[config.mk]
export PLATFORM = sky130hd
export DESIGN_NAME = controlUnit
export DESIGN_NICKNAME = d
export VERILOG_FILES = /design/src/common/cpu_macros.svh /design/src/common/cpuCtrlPkg.sv /design/src/common/cpuIsaPkg.sv /design/src/control/controlUnit.sv
export SDC_FILE = /design/constraint.sdc
export NUM_CORES = 1
export LEC_CHECK = 0
export ABC_AREA = 1
export BUFFER_PORTS_ARGS = -buffer_cell sky130_fd_sc_hd__buf_4
export CORE_UTILIZATION = 48
export DETAILED_ROUTE_END_ITERATION = 8
export PLACE_DENSITY = 0.83
export SYNTH_ARGS = -nofsm -noshare
export SYNTH_HDL_FRONTEND = slang
export SYNTH_SLANG_ARGS = --single-unit
[constraint.sdc]
create_clock -name CLK -period 1.6 [get_ports CLK]
set_input_delay 0.16 -clock CLK [delete_from_list [all_inputs] [get_ports CLK]]
set_output_delay 0.16 -clock CLK [all_outputs]
set_load 0.03 [all_outputs]
[src/common/cpu_macros.svh]
`ifndef CPU_MACROS_SVH
`define CPU_MACROS_SVH

// ####################
// sizes
// ####################

`define CPU_IMEM_DEPTH 256 // instruction words
`define CPU_DMEM_DEPTH 256 // data words
`define CPU_REG_COUNT  8

// cycles allowed past four per instruction before a run counts as hung
`define CPU_HALT_MARGIN 64

`endif

[src/common/cpuCtrlPkg.sv]
`default_nettype none

package cpuCtrlPkg;

	typedef enum logic [2:0] {
		stIdle,
		stFetch,
		stDecode,
		stExecute,
		stWriteback,
		stHalted
	} seqStateT;

	// writeback source
	typedef logic [1:0] wbSelT;
	localparam wbSelT wbAlu  = 2'b10;
	localparam wbSelT wbMem  = 2'b01;
	localparam wbSelT wbLink = 2'b00; // pc + 1

	// alu operand b source
	typedef logic bSelT;
	localparam bSelT bSelReg = 1'b0;
	localparam bSelT bSelImm = 1'b1;

endpackage

`default_nettype wire

[src/common/cpuIsaPkg.sv]
`default_nettype none

package cpuIsaPkg;

	typedef logic [15:0] wordT;
	typedef logic [31:0] instrT;
	typedef logic [15:0] immT;
	typedef logic [2:0]  regAddrT;
	typedef logic [7:0]  imemAddrT;
	typedef logic [7:0]  dmemAddrT; // low byte of computed address
	typedef logic [4:0]  aluOpT;
	typedef logic [2:0]  flagTestT;

	typedef enum logic [2:0] {
		typeBranch = 3'b000,
		typeAluReg = 3'b001,
		typeAluImm = 3'b010,
		typeMem    = 3'b100, // op[4] set for store
		typeJump   = 3'b110,
		typeHalt   = 3'b111
	} instrTypeT;

	// other codes give zero
	localparam aluOpT aluAdd   = 5'b00000;
	localparam aluOpT aluSub   = 5'b00001;
	localparam aluOpT aluAnd   = 5'b01000;
	localparam aluOpT aluOr    = 5'b01001;
	localparam aluOpT aluXor   = 5'b01010;
	localparam aluOpT aluShl   = 5'b10000;
	localparam aluOpT aluShr   = 5'b10001;
	localparam aluOpT aluPassB = 5'b10011;

	localparam flagTestT testNever   = 3'b000;
	localparam flagTestT testZero    = 3'b001;
	localparam flagTestT testNonZero = 3'b010;
	localparam flagTestT testAlways  = 3'b011;
	localparam flagTestT testNeg     = 3'b100;
	localparam flagTestT testNonNeg  = 3'b101;
	localparam flagTestT testCarry   = 3'b110;
	localparam flagTestT testNoCarry = 3'b111;

	// ####################
	// field extraction

	function automatic instrTypeT typeOf(instrT instr);
		return instrTypeT'(instr[31:29]);
	endfunction

	function automatic aluOpT opOf(instrT instr);
		return instr[28:24];
	endfunction

	function automatic regAddrT rdOf(instrT instr);
		return instr[23:21];
	endfunction

	function automatic regAddrT rsOf(instrT instr);
		return instr[20:18];
	endfunction

	function automatic regAddrT rtOf(instrT instr);
		return instr[2:0]; // overlaps imm
	endfunction

	function automatic immT immOf(instrT instr);
		return instr[15:0];
	endfunction

endpackage

`default_nettype wire

[src/control/controlUnit.sv]
`timescale 1ns/1ps
`default_nettype none

module controlUnit (
	input  wire                       CLK,
	input  wire                       arstN,
	input  wire                       run,
	input  wire cpuIsaPkg::instrTypeT instrType,
	input  wire cpuIsaPkg::aluOpT     op,
	output cpuIsaPkg::aluOpT          aluOp,
	output cpuIsaPkg::flagTestT       flagTest,
	output logic                      signExt,
	output cpuCtrlPkg::bSelT          bSel,
	output logic                      dmWe,
	output logic                      rfWe,
	output cpuCtrlPkg::wbSelT         wbSel,
	output logic                      irWe,
	output logic                      pcWe,
	output logic                      pcBranchSel,
	output logic                      halted,
	output logic                      idle
);
	cpuCtrlPkg::seqStateT state, nextState;

	cpuIsaPkg::aluOpT    decAluOp;
	cpuIsaPkg::flagTestT decFlagTest;
	cpuCtrlPkg::bSelT    decBSel;
	cpuCtrlPkg::wbSelT   decWbSel;
	logic decSignExt, decStore, decRfWe, decBranch;
	logic rfWeHold; // decoded register write, released in writeback

	// ####################
	// sequencer

	always_comb begin
		nextState = state;
		case (state)
			cpuCtrlPkg::stIdle:      if (run) nextState = cpuCtrlPkg::stFetch;
			cpuCtrlPkg::stFetch:     nextState = cpuCtrlPkg::stDecode;
			cpuCtrlPkg::stDecode:    nextState = (instrType == cpuIsaPkg::typeHalt) ?
				cpuCtrlPkg::stHalted : cpuCtrlPkg::stExecute;
			cpuCtrlPkg::stExecute:   nextState = cpuCtrlPkg::stWriteback;
			cpuCtrlPkg::stWriteback: nextState = cpuCtrlPkg::stFetch;
			cpuCtrlPkg::stHalted:    nextState = cpuCtrlPkg::stHalted; // until reset
			default:                 nextState = cpuCtrlPkg::stIdle;
		endcase
	end

	assign idle   = (state == cpuCtrlPkg::stIdle);
	assign halted = (state == cpuCtrlPkg::stHalted);

	// ####################
	// decoder

	always_comb begin
		decAluOp    = cpuIsaPkg::aluAdd;
		decFlagTest = cpuIsaPkg::testNever;
		decSignExt  = 1'b0;
		decBSel     = cpuCtrlPkg::bSelReg;
		decStore    = 1'b0;
		decRfWe     = 1'b0;
		decWbSel    = cpuCtrlPkg::wbAlu;
		decBranch   = 1'b0;
		case (instrType)
			cpuIsaPkg::typeAluReg: begin
				decAluOp = op;
				decRfWe  = 1'b1;
			end
			cpuIsaPkg::typeAluImm: begin
				decAluOp   = op;
				decSignExt = 1'b1;
				decBSel    = cpuCtrlPkg::bSelImm;
				decRfWe    = 1'b1;
			end
			cpuIsaPkg::typeMem: begin
				decSignExt = 1'b1; // rs + imm
				decBSel    = cpuCtrlPkg::bSelImm;
				decStore   = op[4];
				decRfWe    = ~op[4];
				decWbSel   = cpuCtrlPkg::wbMem;
			end
			cpuIsaPkg::typeBranch: begin
				decAluOp    = cpuIsaPkg::aluPassB; // target through alu
				decFlagTest = op[4:2];
				decBSel     = cpuCtrlPkg::bSelImm;
				decBranch   = 1'b1;
			end
			cpuIsaPkg::typeJump: begin
				decAluOp    = cpuIsaPkg::aluPassB;
				decFlagTest = cpuIsaPkg::testAlways;
				decBSel     = cpuCtrlPkg::bSelImm;
				decBranch   = 1'b1;
				decRfWe     = 1'b1;
				decWbSel    = cpuCtrlPkg::wbLink;
			end
			default: ; // halt
		endcase
	end

	always_ff @(posedge CLK or negedge arstN) begin
		if (!arstN) begin
			state       <= cpuCtrlPkg::stIdle;
			aluOp       <= '0;
			flagTest    <= cpuIsaPkg::testNever;
			signExt     <= 1'b0;
			bSel        <= cpuCtrlPkg::bSelReg;
			wbSel       <= cpuCtrlPkg::wbLink;
			pcBranchSel <= 1'b0;
			rfWeHold    <= 1'b0;
			irWe        <= 1'b0;
			dmWe        <= 1'b0;
			rfWe        <= 1'b0;
			pcWe        <= 1'b0;
		end else begin
			state <= nextState;
			if (state == cpuCtrlPkg::stDecode) begin
				aluOp       <= decAluOp;
				flagTest    <= decFlagTest;
				signExt     <= decSignExt;
				bSel        <= decBSel;
				wbSel       <= decWbSel;
				pcBranchSel <= decBranch;
				rfWeHold    <= decRfWe;
			end
			irWe <= (nextState == cpuCtrlPkg::stFetch);
			dmWe <= (state == cpuCtrlPkg::stDecode) && decStore; // high in execute
			rfWe <= (state == cpuCtrlPkg::stExecute) && rfWeHold; // high in writeback
			pcWe <= (state == cpuCtrlPkg::stExecute);
		end
	end

endmodule

`default_nettype wire

==> results.py, run 1 <==
metrics = {
    "final_layout": {
        "area_growth_pct": 27.8,
        "final_nets": 156,
        "layout-drive-gt1-share_pct": 29.9,
        "antenna_cells": 0,
        "fill_cells": 150,
        "postLayoutCoreUtil_pct": 68.1,
    },
    "grt": {
        "track_usage_pct": 19.2,
        "grt_pass1_vias": 701,
        "overflow": 0,
        "grt_start_max_net_pins": 22,
        "grt_pass1_wl_mm": 2.82,
        "antenna_found_initial": 0,
    },
    "clock_tree": {
        "clockRootBuffer": "clkbuf_4",
        "clk_path_buf_depth": 2,
        "cts_sinks": 21,
        "cts_setup_buffers": 0,
        "htreeDepth": 1,
        "clock_latency_ns": 0.30,
        "cts_tree": "yes",
        "cts.clk_slew.worst_paths_ns": 0.12,
        "cts_buffers": 3,
    },
    "synthesis": {
        "ys_ff_latch": 21,
        "synth_cell_types": 16,
        "syn_inst": 112,
        "avgSynthCellArea_um2": 8.49,
        "synth_fp_nets": 123,
        "syn_area_um2": 951,
        "seq_area_frac_synth_pct": 55.3,
        "yosys_warnings": 0,
    },
    "floorplanning": {
        "io-pin-count": 30,
        "die_w_um": 46.5,
        "rows": 15,
        "die_h_um": 46.5,
        "coreArea_um2": 1780,
        "start_util_pct": 53.3,
        "die_area_um2": 2160,
    },
    "routing": {
        "route.detailed.wl_per_inst_um": 10.2,
        "wl_mm": 1.73,
        "avgViaCountPerCell": 4.63,
        "antenna_left": 0,
        "drc": 0,
        "num_vias": 783,
        "firstDrtPassIters": 4,
        "first_iter_violations": 2,
    },
    "place": {
        "gp_congestion": 0.861,
        "hpwl_mm": 1.33,
        "portBuffers": 29,
    },
    "worst_setup_path": {
        "r2r_start": "state[2]$_DFF_PN0_",
        "crit_type": "flip-flop to primary output",
        "startpoint": "state[1]$_DFF_PN0_",
        "crit_path_start_kind": "flip-flop",
        "arrival_ns": 1.21,
        "cp_max_fo": 6,
        "cp.required_ns": 1.44,
        "cp-end-kind": "primary output",
    },
    "power": {
        "power_per_cell_area_nw_per_um2": 1820,
        "irDropWorstVdd_mv": 1.04,
        "p_leak_nw": 0.697,
    },
    "timing": {
        "rsz0062_at_grt": "no",
        "tightestPinTransition_ns": 0.351,
        "hold_violations": 0,
        "max_freq_mhz": 730,
        "timing.final.crit_period_ns": 1.37,
        "final.setup.tns_ns": 0,
        "period_share_pct": 85.6,
        "finClkSkew_ns": 0.00681,
        "setup_viol": 0,
        "slew_viol_final": 0,
        "relSlewSlack_pct": 76.4,
    },
    "min_path": {
        "hp-start": "op[3]",
        "hold_path_class": "input port to flip-flop",
    },
    "run": {
        "max_cap_violations": 0,
    },
    "outcome": {
        "status": "finished, final reports clean",
    },
}
path summary, 6_finish.rpt:
kind	end	slack [ns]	depth (start not counted)
setup / recovery	halted	0.23	4
hold / removal	aluOp[3]$_DFFE_PN0N_	0.07	3
setup reg to reg	flagTest[2]$_DFFE_PN0N_	0.34	5
hold reg to reg	aluOp[3]$_DFFE_PN0N_	0.50	2
max in group asynchronous	flagTest[0]$_DFFE_PN0N_	1.12	2
min in group asynchronous	aluOp[4]$_DFFE_PN0N_	0.27	2
critical path, cell delays in order (launching register included):
cell and delay, ns:
dfrtp_1 0.47, inv_1 0.13, nand3_1 0.10, inv_1 0.06, buf_4 0.15
where the power goes:
part           switching (mW)  internal [mW]
Clock                   0.151         0.0930
Sequential              0.126          0.728
Combinational           0.718          0.397
Total                   0.996           1.22
synth_stat cells:
library cell	n	area (um2)
o211ai_1	1	7.51
inv_4	1	6.26
nor2_2	2	12.5
nor2_4	1	11.3
o21ai_0	6	30.0
o21ai_1	3	15.0
nand2_4	2	22.5
buf_4	1	7.51
nor2_1	9	33.8
inv_1	11	41.3
nand3_1	15	75.1
dfrtp_1	21	526
nand2_2	2	12.5
nand2_1	34	128
buf_8	1	15.0
inv_2	2	7.51
state kept, by name, summed over array words and instances (netlist names):
register / cells
pcBranchSel: 1
flagTest: 3
rfWe: 1
wbSel: 2
aluOp: 5
irWe: 1
rfWeHold: 1
state: 3
bSel: 1
pcWe: 1
dmWe: 1
signExt: 1
timing repair:
| item | in CTS | in global routing |
|---|---|---|
| hold buffers | 1 | 0 |
| gates resized for setup | 0 | 0 |
| hold endpoints to repair | 21 | 0 |
stage by stage:
stage	power (mW)	cells	hold WS (ns)	cell area (um2)	worst slack, ns
floorplan	1.64	112	-0.136	951	0.502
global placement	1.96	164	0.0521	1180	0.452
detailed placement	1.99	164	0.0572	1180	0.343
CTS	2.24	169	0.0616	1210	0.224
global route	2.37	169	0.0473	1210	0.140
finish	2.21	169	0.0676	1210	0.231
logic make-up (layout without fill, tap and decap cells):
logic type	after synthesis	after routing	share of synthesized area, %
buffers and inverters	16	48	8.16
AND/OR/NAND/NOR	65	65	31.1
flip-flops	21	21	55.3
AO/OA/AOI/OAI	10	10	5.53
routing by layer:
| metal | GRT usage, % | vias to the layer above | routed length (um) |
|---|---|---|---|
| met5 | 0 | - | 0 |
| met2 | 31.4 | 23 | 827 |
| met1 | 22.9 | 342 | 768 |
| li1 | - | 414 | - |
| met3 | 3.53 | 4 | 88 |
| met4 | 12.4 | 0 | 42 |
cell usage in the layout (no fill, tap or decap), types with 3 or more instances in the layout:
cell type  netlist  routed
nand3_1         15      15
dfrtp_1         21      21
nand2_1         34      34
o21ai_0          6       6
clkbuf_4         0       3
inv_1           11      11
o21ai_1          3       3
buf_4            1      29
nor2_1           9       9
layout make-up:
| class | count | area [um2] | share of cell area (%) |
|---|---|---|---|
| sequential | 21 | 526 | 43.3 |
| clock inverter | 1 | 5.00 | 0.412 |
| multi-input combinational | 75 | 348 | 28.6 |
| inverter | 14 | 55.1 | 4.53 |
| tap | 25 | 31.3 | 2.57 |
| clock buffer | 3 | 22.5 | 1.85 |
| timing repair buffer | 30 | 228 | 18.7 |
Power figures use the tool's default switching activity.
==> run 2: changes to the inputs <==
- BUFFER_PORTS_ARGS: -buffer_cell sky130_fd_sc_hd__buf_4 -> not set
- CORE_UTILIZATION: 48 -> 59
- DONT_BUFFER_PORTS: not set -> 1
- PLACE_DENSITY: 0.83 -> 0.82
==> run 2 against run 1 <==
- setup slack better by 0.0044 ns
- sequential share of layout area up 7.7 points
- routed wire length increased by 4.1%
- critical path depth decreased by 1
- global-route usage rose by 3.8 points
- first-iteration DRC count increased to 8.0 times the previous value
- final cell count fell by 20%
- worst hold slack worse by 0.052 ns
- combinational power fell by 50%
- largest cell class unchanged
==> results.py, run 2 (same netlist as run 1, synthesis figures left out) <==
metrics = {
    "outcome": {
        "status": "finished, final reports clean",
    },
    "clock_tree": {
        "cts_tree": "yes",
        "cts_sinks": 21,
        "cts_setup_buffers": 0,
        "htreeDepth": 1,
        "ctsResizeCount": 0,
        "ctsHoldBuffers": 5,
        "clock_latency_ns": 0.29,
        "cts.clk_slew.worst_paths_ns": 0.11,
        "clockRootBuffer": "clkbuf_4",
        "clk_path_buf_depth": 2,
        "cts_buffers": 3,
    },
    "grt": {
        "antenna_found_initial": 0,
        "grt_use_met3_pct": 4.31,
        "use_met1_pct": 25.9,
        "grt_start_max_net_pins": 22,
        "grt-busiest-layer": "met2",
        "grt_pass1_wl_mm": 3.06,
        "overflow": 0,
        "grt_pass1_vias": 760,
        "track_usage_pct": 23.0,
        "grt_util_met2_pct": 40.9,
    },
    "timing": {
        "final.setup.tns_ns": 0,
        "max_freq_mhz": 733,
        "relSlewSlack_pct": 40.2,
        "setup_viol": 0,
        "finClkSkew_ns": 0.000819,
        "timing.final.crit_period_ns": 1.36,
        "slew_viol_final": 0,
        "period_share_pct": 85.3,
        "hold_violations": 0,
        "rsz0062_at_grt": "no",
        "tightestPinTransition_ns": 0.894,
    },
    "power": {
        "p_leak_nw": 0.569,
        "total_power_mw": 1.97,
        "power_per_cell_area_nw_per_um2": 1910,
        "irDropWorstVdd_mv": 0.899,
    },
    "floorplanning": {
        "die_w_um": 42.1,
        "coreArea_um2": 1510,
        "die_area_um2": 1780,
        "io-pin-count": 30,
        "start_util_pct": 63.1,
        "die_h_um": 42.1,
        "rows": 14,
    },
    "routing": {
        "wl_mm": 1.80,
        "avgViaCountPerCell": 5.69,
        "firstDrtPassIters": 4,
        "antenna_left": 0,
        "drc": 0,
        "num_vias": 774,
        "route.detailed.wl_per_inst_um": 13.2,
        "first_iter_violations": 16,
    },
    "final_layout": {
        "mostFrequentLayoutCells": "nand2_1 (34), dfrtp_1 (21), nand3_1 (15), inv_1 (11), nor2_1 (9)",
        "top_register": "aluOp",
        "antenna_cells": 0,
        "multi_input_area_um2": 348,
        "reg_top3": "aluOp (5), flagTest (3), state (3)",
        "largest_reg_flops": 5,
        "fill_cells": 124,
        "final_nets": 132,
        "final_common_cell": "nand2_1",
        "area_growth_pct": 8.55,
        "layout-drive-gt1-share_pct": 11.7,
        "seqCellArea_um2": 526,
    },
    "min_path": {
        "hold_path_class": "input port to flip-flop",
    },
    "worst_setup_path": {
        "cp-end-kind": "primary output",
        "r2r-end": "flagTest[2]$_DFFE_PN0N_",
        "r2r_slack_ns": 0.33,
        "cp.required_ns": 1.44,
        "cp_max_fo": 6,
        "cp-endpoint": "halted",
        "cp_slowest_stage_delay_ns": 0.47,
        "crit_type": "flip-flop to primary output",
        "crit_top_cell": "inv_1",
        "path_cells": "inv_1 > nand3_1 > inv_1",
        "arrival_ns": 1.20,
        "crit_path_start_kind": "flip-flop",
        "slowest_stage": "dfrtp_1",
        "r2r_start": "state[2]$_DFF_PN0_",
        "rr_worst_depth": 5,
        "startpoint": "state[1]$_DFF_PN0_",
    },
    "place": {
        "hpwl_mm": 1.38,
        "portBuffers": 0,
        "gp_congestion": 0.881,
    },
    "run": {
        "max_cap_violations": 0,
    },
}
==> run 2: cell count changes in the layout (fill, tap and decap cells not counted), sizes merged <==
cell / change
buf: -28
clkbuf: +1
dlygate4sd3: +4
clkinv: -1
==> run 2: layer usage <==
layer / wire, um / part of all wire (%) / vias up
met5: 0 / 0 / -
met4: 70 / 3.9 / 0
li1: - / - / 369
met1: 730 / 41 / 354
met2: 898 / 50 / 40
met3: 98 / 5.5 / 11
==> run 2: metrics by stage <==
step | hold WS [ns] | util [%] | worst slack, ns | area (um2) | std cells
global placement | -0.135 | 63.5 | 0.457 | 956 | 127
floorplan | -0.136 | - | 0.502 | 951 | 112
CTS | 0.0138 | 68.5 | 0.233 | 1030 | 136
detailed placement | -0.135 | 63.5 | 0.321 | 956 | 127
finish | 0.0161 | 68.5 | 0.235 | 1030 | 136
global route | 0.0239 | 68.5 | 0.135 | 1030 | 136
==> run 2: worst max-delay path: cells and delay by family (launching register included) <==
kind	cells	cell delay [ns]
buffers and inverters	2	0.35
DFF	1	0.47
and+or+nand+nor	1	0.10
==> run 2: layout make-up <==
class | instances | area share, %
Clock buffer | 4 | 2.55
Inverter | 14 | 5.33
Multi-Input combinational cell | 75 | 33.7
Sequential cell | 21 | 50.9
Tap cell | 16 | 1.94
Timing Repair Buffer | 6 | 5.58
==> run 2: how the worst min path moves through the flow <==
| stage | startpoint | cells past startpoint | endpoint |
|---|---|---|---|
| CTS | instrType[2] | 2 | dmWe$_DFF_PN0_ |
| finish | instrType[2] | 2 | dmWe$_DFF_PN0_ |
| floorplan | arstN | 0 | aluOp[0]$_DFFE_PN0N_ |
| detailed placement | arstN | 0 | bSel$_DFFE_PN0N_ |
| global placement | arstN | 0 | bSel$_DFFE_PN0N_ |
| global route | op[4] | 2 | aluOp[4]$_DFFE_PN0N_ |
==> run 2: power breakdown <==
part	internal [mW]	switching, mW	total [mW]
registers	0.726	0.458	1.18
logic	0.195	0.355	0.550
clock network	0.0968	0.144	0.241
